`config.mk`:
```
export PLATFORM = sky130hd
export DESIGN_NAME = rf_top
export DESIGN_NICKNAME = d
export VERILOG_FILES = /design/src/hw/rf_word_pkg.sv /design/src/hw/rf_bus_pkg.sv /design/src/hw/rf_top.sv /design/src/hw/rf_read_port.sv /design/src/hw/rf_storage.sv /design/src/hw/rf_write_port.sv
export VERILOG_INCLUDE_DIRS = /design/src /design/src/hw
export SDC_FILE = /design/constraint.sdc
export NUM_CORES = 1
export LEC_CHECK = 0
export BUFFER_PORTS_ARGS = -buffer_cell sky130_fd_sc_hd__clkbuf_2
export CAP_MARGIN = 10
export CORE_MARGIN = 1.5
export CORE_UTILIZATION = 25
export DETAILED_ROUTE_END_ITERATION = 16
export PLACE_DENSITY = 0.51
export SLEW_MARGIN = 20
export SYNTH_ARGS = -nofsm -noshare
export SYNTH_HDL_FRONTEND = slang
export SYNTH_SLANG_ARGS = --single-unit
```
`constraint.sdc`:
```
create_clock -name clk_i -period 2 [get_ports clk_i]
set_clock_uncertainty 0.2 [all_clocks]
set_input_delay 0.1 -clock clk_i [delete_from_list [all_inputs] [get_ports clk_i]]
set_output_delay 0.1 -clock clk_i [all_outputs]
set_load 0.02 [all_outputs]
```
`src/hw/rf_config.svh`:
```
/*
  Build-wide register file sizes. RF_NUM_REGS is 16 (embedded) or 32.
  RF_ADDR_W stays 5 whatever the register count.
*/
`ifndef RF_CONFIG_SVH
`define RF_CONFIG_SVH

//////////////////////////////////////////////////
// Register word
//////////////////////////////////////////////////

// Width of one architectural register
`define RF_DATA_W 32

// Byte lanes per register, used for byte enables
`define RF_BYTES (`RF_DATA_W / 8)

//////////////////////////////////////////////////
// Register count and addressing
//////////////////////////////////////////////////

// 16 for the embedded variant, 32 for the full set
`define RF_NUM_REGS 16

// Set by the instruction encoding
`define RF_ADDR_W 5

`endif
```
`src/hw/rf_word_pkg.sv`:
```
/*
  Register word and address types. A word is seen whole for reads and as
  bytes for byte-enable merges. Needs rf_config.svh on the include path.
*/
`include "rf_config.svh"

package rf_word_pkg;

  typedef logic [`RF_ADDR_W-1:0] rf_addr_t;

  typedef logic [`RF_BYTES-1:0] rf_be_t;

  // Same 32 bits, two views
  typedef union packed {
    logic [`RF_DATA_W-1:0]     word;
    logic [`RF_BYTES-1:0][7:0] bytes;
  } rf_word_u;

  // Whole register state, word 0 at the bottom
  typedef rf_word_u [`RF_NUM_REGS-1:0] rf_array_t;

  // Old word with the enabled bytes of the new word put in
  function automatic rf_word_u rf_merge(rf_word_u old_w, rf_word_u new_w, rf_be_t be);
    rf_word_u res;
    res = old_w;
    for (int b = 0; b < `RF_BYTES; b++) begin
      if (be[b]) begin
        res.bytes[b] = new_w.bytes[b];
      end
    end
    return res;
  endfunction

endpackage

```
`src/hw/rf_bus_pkg.sv`:
```
/*
  Write request and commit structs passed between the register file blocks.
  Commit valid lasts one cycle per accepted request.
*/
`include "rf_config.svh"

package rf_bus_pkg;

  import rf_word_pkg::*;

  //////////////////////////////////////////////////
  // External write request
  //////////////////////////////////////////////////

  // Held stable by the requester while req is high
  typedef struct packed {
    rf_addr_t addr;
    rf_be_t   be;
    rf_word_u data;
  } rf_wreq_t;

  //////////////////////////////////////////////////
  // Internal write commit
  //////////////////////////////////////////////////

  // Single-cycle write into storage, also seen by the read port
  typedef struct packed {
    logic     valid;
    rf_addr_t addr;
    rf_be_t   be;
    rf_word_u data;
  } rf_commit_t;

endpackage

```
`src/hw/rf_top.sv`:
```
/*
  Register file subsystem: handshake write port, storage, two read ports.
  Register count is fixed at build time in rf_config.svh.
*/
`timescale 1ns/1ps
`include "rf_config.svh"

module rf_top (
  input  logic                  clk_i,
  input  logic                  rst_ni,

  // Write handshake
  input  logic                  wr_req_i,
  input  rf_bus_pkg::rf_wreq_t  wr_i,
  output logic                  wr_ack_o,

  // Read ports
  input  rf_word_pkg::rf_addr_t raddr_a_i,
  input  rf_word_pkg::rf_addr_t raddr_b_i,
  output rf_word_pkg::rf_word_u rdata_a_o,
  output rf_word_pkg::rf_word_u rdata_b_o,

  output logic                  core_sleep_o
);

  import rf_word_pkg::*;
  import rf_bus_pkg::*;

  rf_commit_t commit;
  rf_array_t  regs;

  //////////////////////////////////////////////////
  // Write side
  //////////////////////////////////////////////////

  rf_write_port u_write_port (
    .clk_i        (clk_i),
    .rst_ni       (rst_ni),
    .wr_req_i     (wr_req_i),
    .wr_i         (wr_i),
    .wr_ack_o     (wr_ack_o),
    .commit_o     (commit),
    .core_sleep_o (core_sleep_o)
  );

  rf_storage u_storage (
    .clk_i    (clk_i),
    .rst_ni   (rst_ni),
    .commit_i (commit),
    .regs_o   (regs)
  );

  //////////////////////////////////////////////////
  // Read side
  //////////////////////////////////////////////////

  rf_read_port u_read_port (
    .raddr_a_i (raddr_a_i),
    .raddr_b_i (raddr_b_i),
    .commit_i  (commit),
    .regs_i    (regs),
    .rdata_a_o (rdata_a_o),
    .rdata_b_o (rdata_b_o)
  );

endmodule

```
`src/hw/rf_read_port.sv`:
```
/*
  Two combinational read ports. x0 and addresses at or above RF_NUM_REGS
  read zero. A commit in flight to the read address is forwarded merged.
*/
`timescale 1ns/1ps
`include "rf_config.svh"

module rf_read_port (
  input  rf_word_pkg::rf_addr_t  raddr_a_i,
  input  rf_word_pkg::rf_addr_t  raddr_b_i,

  input  rf_bus_pkg::rf_commit_t commit_i,
  input  rf_word_pkg::rf_array_t regs_i,

  output rf_word_pkg::rf_word_u  rdata_a_o,
  output rf_word_pkg::rf_word_u  rdata_b_o
);

  import rf_word_pkg::*;
  import rf_bus_pkg::*;

  localparam int IDX_W = $clog2(`RF_NUM_REGS);

  // One read lookup, shared by both ports
  function automatic rf_word_u read_word(rf_addr_t raddr, rf_array_t regs,
                                         rf_commit_t commit);
    rf_word_u w;
    logic     in_range;
    w        = '0;
    in_range = (raddr != '0) && (raddr < `RF_NUM_REGS);
    if (in_range) begin
      w = regs[raddr[IDX_W-1:0]];
      // Write landing this cycle wins over the stored word
      if (commit.valid && (commit.addr == raddr)) begin
        w = rf_merge(w, commit.data, commit.be);
      end
    end
    return w;
  endfunction

  //////////////////////////////////////////////////
  // Ports
  //////////////////////////////////////////////////

  always_comb begin
    rdata_a_o = read_word(raddr_a_i, regs_i, commit_i);
  end

  always_comb begin
    rdata_b_o = read_word(raddr_b_i, regs_i, commit_i);
  end

endmodule

```
`src/hw/rf_storage.sv`:
```
/*
  Flip-flop register array, all words reset to zero.
  Commits to x0 or to addresses at or above RF_NUM_REGS are dropped,
  so word 0 stays zero.
*/
`timescale 1ns/1ps
`include "rf_config.svh"

module rf_storage (
  input  logic                   clk_i,
  input  logic                   rst_ni,

  input  rf_bus_pkg::rf_commit_t commit_i,

  output rf_word_pkg::rf_array_t regs_o
);

  import rf_word_pkg::*;

  localparam int IDX_W = $clog2(`RF_NUM_REGS);

  rf_array_t        regs_q;
  logic             addr_ok;
  logic             wr_en;
  logic [IDX_W-1:0] wr_idx;
  rf_word_u         wr_word;

  //////////////////////////////////////////////////
  // Write qualification
  //////////////////////////////////////////////////

  // Stands in for the clock gate of a full core
  assign addr_ok = (commit_i.addr != '0) && (commit_i.addr < `RF_NUM_REGS);
  assign wr_en   = commit_i.valid & addr_ok;
  assign wr_idx  = commit_i.addr[IDX_W-1:0];

  // Byte merge against the current contents
  assign wr_word = rf_merge(regs_q[wr_idx], commit_i.data, commit_i.be);

  //////////////////////////////////////////////////
  // Register array
  //////////////////////////////////////////////////

  always_ff @(posedge clk_i or negedge rst_ni) begin
    if (!rst_ni) begin
      regs_q <= '0;
    end else if (wr_en) begin
      regs_q[wr_idx] <= wr_word;
    end
  end

  assign regs_o = regs_q;

endmodule

```
`src/hw/rf_write_port.sv`:
```
/*
  Four-phase req/ack slave. One commit per request, issued in the cycle
  before ack rises. wr_i must be stable while req is high.
  Sleep is high only when neither req nor ack is high.
*/
`timescale 1ns/1ps
`include "rf_config.svh"

module rf_write_port (
  input  logic                   clk_i,
  input  logic                   rst_ni,

  input  logic                   wr_req_i,
  input  rf_bus_pkg::rf_wreq_t   wr_i,
  output logic                   wr_ack_o,

  output rf_bus_pkg::rf_commit_t commit_o,

  output logic                   core_sleep_o
);

  logic ack_q;
  logic req_new;
  logic busy;

  //////////////////////////////////////////////////
  // Handshake
  //////////////////////////////////////////////////

  // Req seen while ack still low starts a new transfer
  assign req_new = wr_req_i & ~ack_q;

  // Ack set by a new request, held until req drops
  always_ff @(posedge clk_i or negedge rst_ni) begin
    if (!rst_ni) begin
      ack_q <= 1'b0;
    end else if (req_new) begin
      ack_q <= 1'b1;
    end else if (!wr_req_i) begin
      ack_q <= 1'b0;
    end
  end

  assign wr_ack_o = ack_q;

  //////////////////////////////////////////////////
  // Commit
  //////////////////////////////////////////////////

  // Storage takes the write on the same edge that raises ack
  assign commit_o.valid = req_new;
  assign commit_o.addr  = wr_i.addr;
  assign commit_o.be    = wr_i.be;
  assign commit_o.data  = wr_i.data;

  //////////////////////////////////////////////////
  // Sleep
  //////////////////////////////////////////////////

  // Busy from the first req cycle until ack has dropped again
  assign busy         = wr_req_i | ack_q;
  assign core_sleep_o = ~busy;

endmodule

```
**Yosys cells after proc, flatten, opt, wreduce, memory -nomap -nowiden**

Cells that the tools add are included.

- Order comparisons: 7
- Eq/ne operators: 3
- Multiplexer cells: 27
- Bitwise operators: 5
- Reduce and logical (&&, ||, !) cells: 9

Operators by type and width:

| cell | number |
|---|---|
| bitwise mux 512 bit | 1 |
| binary-select mux 32 bit (select 4 bit) | 3 |
| two-way mux 32 bit | 8 |
| demux 32 bit (select 4 bit) | 1 |
| two-way mux 8 bit | 12 |
| less-than comparator 4 x 5 -> 1 bit (second input constant) | 3 |
| less-than comparator 5 bit (second input constant) | 3 |
| nonzero test 5 bit | 3 |
| == test 5 bit | 2 |
| logical AND 1 bit | 6 |
| greater-or-equal comparator 4 x 1 -> 1 bit (second input constant) | 1 |
| bitwise AND 1 bit | 2 |
| two-way mux 1 bit | 2 |
| != test 2 x 1 -> 1 bit (second input constant) | 1 |
| NOT 1 bit | 2 |
| bitwise OR 1 bit | 1 |

- Register bits: 513
- Input port bits: 54
- Output and inout bits: 66
- Word-level logic and storage cells: 68

**Depth between registers and ports, before layout**

Gate-level depths: netlist of the first run.

- Word-level depth: 5
- Mapped depth: 8
- Gate-level depth less buffers: 4

**By module**

From an unflattened synthesis of the first run, not the netlist that was laid out.

- Cells, all modules: 2942
- Area total of the unflattened synthesis: 32627.5 um2

Modules (own cells, without submodules):

| module | times used | cells each | area an instance (um2) | seq. area each (um2) |
|---|---|---|---|---|
| rf_storage | 1 | 2114 | 23352.4 | 12812.3 |
| rf_read_port | 1 | 782 | 8918.6 | 0.0 |
| rf_write_port | 1 | 46 | 356.6 | 25.0 |

**Worst setup path before layout of the first run**

Ideal clock, no wire load.

- Path type: reg-to-reg
- From: reg u_write_port.ack_q, in the netlist u_write_port.wr_ack_o
- To: reg u_storage.regs_q, in the netlist u_storage.regs_o[88]
- Library setup time: 137 ps
- Data arrival time: 1753 ps
- Required time: 1663 ps
- Slack: -90 ps
- Stages on the path, launching flop included: 5
- Path buffers: 1
- Clock period less this slack: 2090 ps
- Path through: dfrtp_1 or4b_4 nor3_4 clkbuf_1 a21oi_1

- Longest elaborated chain between the ends: 3

Ends and longest elaborated chain:

| element | line | text |
|---|---|---|
| start: declaration | rf_write_port.sv:22 | `logic ack_q;` |
| start signal: assignment | rf_write_port.sv:36 | `ack_q <= 1'b0;` |
| start signal: assignment | rf_write_port.sv:38 | `ack_q <= 1'b1;` |
| start signal: assignment | rf_write_port.sv:40 | `ack_q <= 1'b0;` |
| NOT 1 bit | rf_write_port.sv:31 | `assign req_new = wr_req_i & ~ack_q;` |
| bitwise AND 1 bit | rf_write_port.sv:31 |  |
| bitwise AND 1 bit | rf_storage.sv:34 | `assign wr_en = commit_i.valid & addr_ok;` |
| end signal: indexed assignment | rf_storage.sv:48 | `regs_q[wr_idx] <= wr_word;` |
| end: declaration | rf_storage.sv:22 | `rf_array_t regs_q;` |

Every way passes these cells.
A chain may end at the register's enable or synchronous reset.

==> flow_summary.ini, run 1 <==
[status]
status = complete, but fails checks
violations = setup timing

[hold_path]
hp-start = wr_i[34]
min_path_cells = 4
whs_endpoint = u_storage.regs_o[55]
hp-class = in2reg

[critical_path]
start_kind = flop
path_cells = nor2b_4, nand2_4, buf_6, nor4_4, buf_6, a22o_1, clkbuf_8
worst-setup-path-type = reg2out
critPathTopFamily = simple AND/OR/NAND/NOR gates
crit_required_ns = 1.70
critPathSlowestCell = dfrtp_2
r2r_start = u_write_port.wr_ack_o
timing.rr.end = u_storage.regs_o[361]
cp.arrival_ns = 2.41
rr_worst_depth = 8
path_max_fanout = 8
worstSetupEndpointType = output pin
ff2ff_setup_slack_ns = -0.45
path_common_cell = buf_6
critical_path.max_stage_delay_ns = 0.43
crit_buf_inv = 3

[detailed_routing]
wl_per_cell_um = 28.2
dr.pass1.iters = 7
wirelength_mm = 129
first_iter_violations = 2498
num_vias = 25000
drc_errors = 0
ant_nets = 0
via_per_inst = 5.46

[floorplan]
fp.coreArea_um2 = 127000
rows = 131
initial_utilization_pct = 25.2
io_pins = 120
fp.dieArea_um2 = 130000
die_w_um = 361
die_h_um = 361

[power]
p_leak_uw = 0.0181
ir_drop_v = 0.000590
p_total_uw = 32800
powerDensity_nw_per_um2 = 781

[clock_network]
cts.sinks = 513
clockBufferDepth = 3
insertion_delay_ns = 0.68
htree_levels = 2
clkTransAtPathRegs_ns = 0.06
cts-root-buf = clkbuf_16
cts_tree = built
numCtsBuffers = 61

[grt]
grt_pass1_wl_mm = 181
antenna_found_initial = 1
grt_start_max_net_pins = 90
grt_overflow_total = 0
grt_pass1_vias = 25000
grt.total_usage_pct = 18.9

[sta]
worst_slew_pin_slew_ns = 0.952
finalMaxSlewViolations = 0
hold_viol = 0
period_share_pct = 136
final.setup.worst_slack_ns = -0.712
finalCriticalPeriod_ns = 2.71
rsz0062_at_grt = yes
finalSetupViolations = 544
slew-limit-headroom_pct = 36.5
fmax_ghz = 0.369

[finish]
drive_above_1_share_pct = 47.3
fin_nets = 2920
n_fill_cell = 12600
stdcell_count = 4579
register_area_um2 = 12800
multiInputGateArea_um2 = 18500
syn_to_final_growth_pct = 31.3

[synthesis]
yosysUniqueCellTypes = 55
avgSynthCellArea_um2 = 12.9
ys.flop_type = dfrtp_1
synth_area_um2 = 32000
synth-seq-cells = 513
synth.yosys.seq_area_share_pct = 40.1
yosys_warnings = 0
async_flop_share_pct = 100
mappedNetlistNets = 2539
synth_edf_count = 0
syn_inst = 2485

[placement]
dp_hpwl_mm = 83.6
placed_cells = 4374
finalWeightedCongestion = 0.826
numPortBuffers = 119

[run]
drv_cap = 0
==> final cells by class <==
type	instances	share of cell area, %
antenna	1	0.00596
clock buffer	91	4.28
clock inverter	22	0.656
inverter	12	0.107
multi-input combinational	1715	44.1
sequential	513	30.6
tap	1662	4.95
timing repair buffer	563	15.4
==> what timing repair did <==
| action | CTS | global route |
|---|---|---|
| hold endpoints to repair | 843 | 0 |
| hold buffers | 39 | 0 |
| gates resized for setup | 147 | 88 |
| setup endpoints to repair | 238 | 545 |
| gates cloned | 8 | 12 |
| setup buffers | 26 | 12 |
| pin swaps | 48 | 33 |
==> kinds of logic (layout without fill, tap and decap cells) <==
kind of cell	count (synthesis)	in the layout	synth area share [%]
buffers and inverters	257	688	4.17
XOR/XNOR	10	10	0.274
other	0	1	0
multiplexers	740	740	36.4
AO/OA/AOI/OAI	567	567	12.9
AND/OR/NAND/NOR	398	398	6.08
flip-flops	513	513	40.1
==> cell usage in the layout, fill, tap and decap left out, drive strengths merged, types with 5 or more instances in the layout <==
cell type | netlist | final
o22ai | 19 | 19
nor3 | 6 | 6
xnor2 | 10 | 10
nor2b | 8 | 8
a21oi | 224 | 224
a22oi | 160 | 160
nand3 | 6 | 6
dlygate4sd3 | 0 | 38
nand2 | 67 | 67
nand2b | 14 | 14
a22o | 63 | 63
clkinv | 0 | 11
mux4 | 314 | 314
mux2 | 249 | 249
o21bai | 31 | 31
mux2i | 177 | 177
o2bb2ai | 9 | 9
clkbuf | 91 | 197
inv | 12 | 14
o21ai | 8 | 8
nor4 | 9 | 9
and2 | 36 | 36
dfrtp | 513 | 513
a31oi | 38 | 38
buf | 154 | 418
nor2 | 237 | 237
bufinv | 0 | 6
o31ai | 5 | 5
a221oi | 7 | 7
==> sequential cells by signal (all words and copies together), names as in the netlist <==
signal                 count
u_storage.regs_o         512
u_write_port.wr_ack_o      1
==> synth_stat cells, types with 5 or more instances <==
| cell | n | area, um^2 |
|---|---|---|
| buf_4 | 28 | 210 |
| nor2b_1 | 8 | 50.1 |
| buf_1 | 13 | 48.8 |
| buf_6 | 19 | 214 |
| buf_2 | 94 | 470 |
| inv_1 | 12 | 45.0 |
| mux2_2 | 248 | 2790 |
| mux4_2 | 314 | 7070 |
| dfrtp_1 | 513 | 12800 |
| nor2_1 | 232 | 871 |
| xnor2_1 | 10 | 87.6 |
| mux2i_1 | 177 | 1770 |
| o21ai_0 | 5 | 25.0 |
| a21oi_1 | 224 | 1120 |
| nor4_4 | 5 | 106 |
| nor2_2 | 5 | 31.3 |
| nand2b_1 | 13 | 81.3 |
| o22ai_1 | 19 | 119 |
| o21bai_2 | 16 | 180 |
| a221oi_1 | 7 | 61.3 |
| a22oi_1 | 160 | 1200 |
| and2_1 | 36 | 225 |
| nand2_1 | 67 | 251 |
| a22o_1 | 63 | 552 |
| o2bb2ai_1 | 8 | 70.1 |
| clkbuf_1 | 89 | 334 |
| a31oi_2 | 18 | 225 |
| a31oi_4 | 16 | 340 |
| o21bai_1 | 15 | 113 |
==> stage by stage <==
step                      setup slack, ns  area (um^2)  util [%]  hold slack [ns]  setup TNS, ns
after floorplan                   -0.0258        32000         -           -0.396         -0.516
after global placement             -0.621        37900      29.8           -0.130         -44.00
after detailed placement           -0.643        37900      29.8           -0.134         -45.21
after CTS                          -0.699        41400      32.6           0.0140        -128.54
after global routing               -0.729        42000      33.0           0.0525        -174.60
final                              -0.712        42000      33.0           0.0487        -143.79
==> per-layer routing <==
layer | up-vias | GRT usage [%] | share of wire, %
met5 | - | 0 | 0.015
met4 | 2 | 6.14 | 3.3
met3 | 222 | 2.90 | 7.3
met2 | 1098 | 28.8 | 45
met1 | 13200 | 27.2 | 45
li1 | 10500 | - | -
==> how the worst max path moves through the flow <==
| stage | from | end | slack [ns] | cells past startpoint |
|---|---|---|---|---|
| floorplan | u_write_port.wr_ack_o | u_storage.regs_o[65] | -0.03 | 5 |
| global placement | u_write_port.wr_ack_o | rdata_b_o[15] | -0.62 | 7 |
| detailed placement | u_write_port.wr_ack_o | rdata_b_o[13] | -0.64 | 7 |
| CTS | u_write_port.wr_ack_o | rdata_b_o[13] | -0.70 | 7 |
| global route | u_write_port.wr_ack_o | rdata_b_o[13] | -0.73 | 7 |
| finish | u_write_port.wr_ack_o | rdata_b_o[13] | -0.71 | 7 |
==> worst register-to-register path, delay by kind of cell, from the launching register on <==
kind | cells | cell delay (ns)
compound gates | 1 | 0.14
simple gates | 2 | 0.55
buf+inv | 5 | 1.00
flops | 1 | 0.43
==> power by group <==
part           switching [uW]  leakage [uW]  internal, uW  total [uW]
Sequential               1480       0.00677         11700       13200
Combinational            3720        0.0104          4090        7810
Clock                    4820       0.00102          6950       11800
No activity file was read; power rests on OpenSTA's default activity.
==> inputs of run 2 (changes only) <==
--- a/config.mk
+++ b/config.mk
@@ -11,7 +11,7 @@
 export CORE_MARGIN = 1.5
 export CORE_UTILIZATION = 25
 export DETAILED_ROUTE_END_ITERATION = 16
-export PLACE_DENSITY = 0.51
+export PLACE_DENSITY = 0.39
 export SLEW_MARGIN = 20
 export SYNTH_ARGS = -nofsm -noshare
 export SYNTH_HDL_FRONTEND = slang
==> flow_summary.ini, run 2 (synthesis gave the netlist of run 1 again) <==
[critical_path]
timing.rr.end = u_storage.regs_o[126]
worstSetupEndpointType = output pin
cp.arrival_ns = 2.32
critPathTopFamily = simple AND/OR/NAND/NOR gates
rr_worst_depth = 8
path_cells = nor2b_4, nand2_4, nor4_4, buf_6, a22o_1, clkbuf_8
crit_buf_inv = 2
critical_path.max_stage_delay_ns = 0.42
r2r_start = u_write_port.wr_ack_o
critPathSlowestCell = dfrtp_2
ff2ff_setup_slack_ns = -0.51
crit_required_ns = 1.70
worst-setup-path-type = reg2out
path_max_fanout = 8
start_kind = flop

[sta]
period_share_pct = 131
final.setup.worst_slack_ns = -0.621
finalSetupViolations = 545
fmax_ghz = 0.382
worst_slew_pin_slew_ns = 0.886
setup_tns_ns = -144.14
finalCriticalPeriod_ns = 2.62
rsz0062_at_grt = yes
slew-limit-headroom_pct = 40.8
finalMaxSlewViolations = 0
hold_viol = 0

[finish]
n_fill_cell = 12400
syn_to_final_growth_pct = 35.2
largest_reg_flops = 512
fin_nets = 2973
stdcell_count = 4634
multiInputGateArea_um2 = 18700
register_area_um2 = 12800
drive_above_1_share_pct = 48.9
postLayoutCoreUtil_pct = 34.0
layout_commonest_cell = dfrtp_1
final_cell_mix = dfrtp_1, mux4_2, mux2_2, buf_4, nor2_1

[power]
powerDensity_nw_per_um2 = 785
intPower_uw = 23600
combPwrFrac_pct = 24.0
clock_power_share_pct = 37.0
ir_drop_v = 0.000585
p_seq_share_pct = 39.0
p_leak_uw = 0.0187
p_sw_uw = 10300
switching_share_pct = 30.5

[detailed_routing]
first_iter_violations = 1969
drc_errors = 0
wl_per_cell_um = 30.1
ant_nets = 0
dr.pass1.iters = 5
via_per_inst = 5.49
num_vias = 25500
wirelength_mm = 139

[floorplan]
die_h_um = 361
initial_utilization_pct = 25.2
io_pins = 120
fp.coreArea_um2 = 127000
fp.dieArea_um2 = 130000
die_w_um = 361
rows = 131

[grt]
grt.total_usage_pct = 20.8
grt_overflow_total = 0
antenna_found_initial = 6
grt_pass1_vias = 26600
grt_start_max_net_pins = 90
grt_pass1_wl_mm = 196

[placement]
dp_hpwl_mm = 90.9
numPortBuffers = 119
placed_cells = 4388
finalWeightedCongestion = 0.814
post-place-ws_ns = -0.328

[clock_network]
clkTransAtPathRegs_ns = 0.06
cts-root-buf = clkbuf_16
htree_levels = 3
clockBufferDepth = 3
cts_tree = built
numCtsBuffers = 67
cts.sinks = 513
insertion_delay_ns = 0.64

[run]
drv_cap = 0

[hold_path]
min_path_cells = 5
whs_endpoint = u_storage.regs_o[111]
hp-class = in2reg
hp-start = wr_i[33]

[status]
status = complete, but fails checks
violations = setup timing
-- run 2: cell types whose count changed in the layout (fill, tap and decap cells not counted), moves of 6 or more --
cell and delta:
buf_4 +18, a22o_4 -9, clkbuf_16 +11, o2bb2ai_4 +7, a22o_1 +8, buf_16 +9, o2bb2ai_1 -7, clkbuf_2 -23
clkinv_2 +6, clkbuf_8 +16, buf_12 +15, a21oi_1 -6, buf_6 +7
-- run 2: power by group through the flow --
stage	clock [uW]	combinational [uW]	sequential, uW
after floorplan	0	4870	12800
after global placement	0	7310	13200
after detailed placement	0	7450	13300
after CTS	12900	8040	13200
after global routing	13300	8730	13400
final	12600	8140	13200
-- run 2: how the worst max path moves through the flow --
stage / start / endpoint / cells past startpoint
after CTS: u_write_port.wr_ack_o / rdata_b_o[1] / 6
after global routing: u_write_port.wr_ack_o / rdata_b_o[6] / 6
final: u_write_port.wr_ack_o / rdata_b_o[7] / 6
after floorplan: u_write_port.wr_ack_o / u_storage.regs_o[65] / 5
after global placement: u_write_port.wr_ack_o / rdata_b_o[2] / 6
after detailed placement: u_write_port.wr_ack_o / rdata_b_o[0] / 6
-- run 2: routing by layer --
metal  track usage, %  routed length (um)  vias up
li1                 -                   -    10600
met5                0                  27        -
met2             32.7               63800     1104
met1             28.9               61800    13600
met4             6.87                4540        4
met3             3.45                9330      232
-- run 2: worst register-to-register path: stages, from the launching register on --
cell,delay (ns)
dfrtp_2,0.42
buf_4,0.14
buf_8,0.12
or4b_4,0.51
buf_6,0.14
nor3_4,0.24
buf_6,0.22
buf_12,0.20
mux2i_1,0.22
-- run 2: area by class of cell --
class                      instances  area share, %
multi-input combinational       1715           43.1
inverter                          12          0.104
antenna                            3         0.0174
clock buffer                      97           4.73
sequential                       513           29.7
tap                             1662           4.81
timing repair buffer             610           17.0
clock inverter                    22          0.495
-- run 2: metrics by stage --
stage	hold slack [ns]	total power, uW	instance area, um^2
2_1_floorplan	-0.396	17700	32000
3_3_place_gp	-0.246	20500	38100
3_5_place_dp	-0.247	20800	38100
4_1_cts	0.0788	34100	42800
5_1_grt	0.146	35400	43200
6_report	0.126	33900	43300
-- run 2: what timing repair did --
action,4_1_cts,5_1_grt
hold buffers,39,0
cloned,16,9
pin swaps,76,22
endpoints found under the hold margin,784,0
resized for setup,240,104
setup buffers,62,12
endpoints found under the setup margin,499,604
==> inputs of run 3 (changes only) <==
--- a/config.mk
+++ b/config.mk
@@ -12,6 +12,7 @@
 export CORE_UTILIZATION = 25
 export DETAILED_ROUTE_END_ITERATION = 16
 export PLACE_DENSITY = 0.39
+export SKIP_CTS_REPAIR_TIMING = 1
 export SLEW_MARGIN = 20
 export SYNTH_ARGS = -nofsm -noshare
 export SYNTH_HDL_FRONTEND = slang
==> flow_summary.ini, run 3 (synthesis gave the netlist of run 1 again) <==
[placement]
dp_hpwl_mm = 90.9
numPortBuffers = 119
place_area_um2 = 38100
finalWeightedCongestion = 0.814

[detailed_routing]
num_vias = 24800
drc_errors = 0
wirelength_mm = 134
dr.pass1.iters = 5
via_per_inst = 5.43
first_iter_violations = 1932
ant_nets = 0
wl_per_cell_um = 29.3

[status]
status = complete, but fails checks
violations = hold timing, setup timing

[grt]
grt_pass1_wl_mm = 188
antenna_found_initial = 6
grt_pass1_vias = 25800
grt_overflow_total = 0
grt.total_usage_pct = 19.9
grt_start_max_net_pins = 90

[finish]
stdcell_area_um2 = 41700
n_fill_cell = 12600
final_cell_mix = dfrtp_1, mux4_2, mux2_2
largest_reg_flops = 512
layout_commonest_cell = dfrtp_1
drive_above_1_share_pct = 46.4
multiInputGateArea_um2 = 18400
register_area_um2 = 12800
fin_nets = 2913
syn_to_final_growth_pct = 30.4

[clock_network]
cts.sinks = 513
cts_tree = built
clockBufferDepth = 3
htree_levels = 3
clkTransAtPathRegs_ns = 0.06
cts-root-buf = clkbuf_16
insertion_delay_ns = 0.64
numCtsBuffers = 67

[critical_path]
crit_buf_inv = 2
path_max_fanout = 8
start_kind = flop
cp.arrival_ns = 2.36
critPathSlowestCell = dfrtp_2
crit_required_ns = 1.70
path_cells = nor2b_4, nand2_2, nor4_4, buf_6, a22o_1, clkbuf_2
critPathTopFamily = simple AND/OR/NAND/NOR gates
worstSetupEndpointType = output pin
worst-setup-path-type = reg2out
critical_path.max_stage_delay_ns = 0.42

[sta]
hold_ws_ns = -0.0392
setup_tns_ns = -96.60
finalSetupViolations = 561
finalCriticalPeriod_ns = 2.66
fmax_ghz = 0.376
final.setup.worst_slack_ns = -0.659
slew-limit-headroom_pct = 39.6
worst_slew_pin_slew_ns = 0.904
hold_viol = 58
rsz0062_at_grt = yes
period_share_pct = 133
finalMaxSlewViolations = 0

[floorplan]
die_w_um = 361
fp.coreArea_um2 = 127000
fp.dieArea_um2 = 130000
rows = 131
die_h_um = 361
initial_utilization_pct = 25.2
io_pins = 120

[run]
drv_cap = 0

[power]
ir_drop_v = 0.000582
p_leak_uw = 0.0181
powerDensity_nw_per_um2 = 805

[hold_path]
hp-class = in2async
==> run 3: path summary, 6_finish.rpt <==
| check | from | endpoint | slack, ns | cells past startpoint |
|---|---|---|---|---|
| min in group clk_i | wr_i[31] | u_storage.regs_o[319] | -0.04 | 5 |
| worst max register to register | u_write_port.wr_ack_o | u_storage.regs_o[54] | -0.32 | 7 |
| worst min register to register | u_storage.regs_o[22] | u_storage.regs_o[22] | 0.22 | 0 |
| max in group asynchronous | rst_ni | u_storage.regs_o[492] | -0.02 | 5 |
| worst min-delay path | rst_ni | u_storage.regs_o[318] | -0.04 | 3 |
| worst max-delay path | u_write_port.wr_ack_o | rdata_b_o[0] | -0.66 | 6 |
==> run 3: layout make-up <==
type	instances	area share (%)
tap	1662	4.99
timing repair buffer	550	14.6
inverter	12	0.108
antenna	3	0.0180
clock buffer	97	4.91
sequential	513	30.8
multi-input combinational	1715	44.1
clock inverter	22	0.513
==> run 3: through the flow <==
step	std cells	worst slack (ns)	hold slack (ns)	utilization, %	power [uW]
6_report	4574	-0.659	-0.0392	32.8	33600
2_1_floorplan	2485	-0.0258	-0.396	-	17700
5_1_grt	4571	-0.722	0.00491	32.8	35100
3_5_place_dp	4388	-0.328	-0.247	29.9	20800
4_1_cts	4507	-1.03	-0.914	31.7	33500
3_3_place_gp	4388	-0.336	-0.246	29.9	20500
==> run 3: per-layer routing <==
metal / vias up / part of all wire (%) / global-route usage (%)
li1: 10400 / - / -
met1: 13200 / 44 / 27.6
met2: 956 / 46 / 31.3
met3: 209 / 6.8 / 3.66
met4: 4 / 3.0 / 6.56
met5: - / 0.020 / 0
==> run 3: power by group <==
group | switching, uW | internal, uW | leakage [uW]
clock | 4960 | 7600 | 0.00113
combinational | 3740 | 4040 | 0.0102
sequential | 1510 | 11700 | 0.00677
==> run 3: worst reg2reg max path, delay by kind of cell (launching register included) <==
family,cells,cell delay (ns)
AO/OA/AOI/OAI,1,0.14
buffers and inverters,3,0.57
flip-flops,1,0.42
AND/OR/NAND/NOR,3,0.89
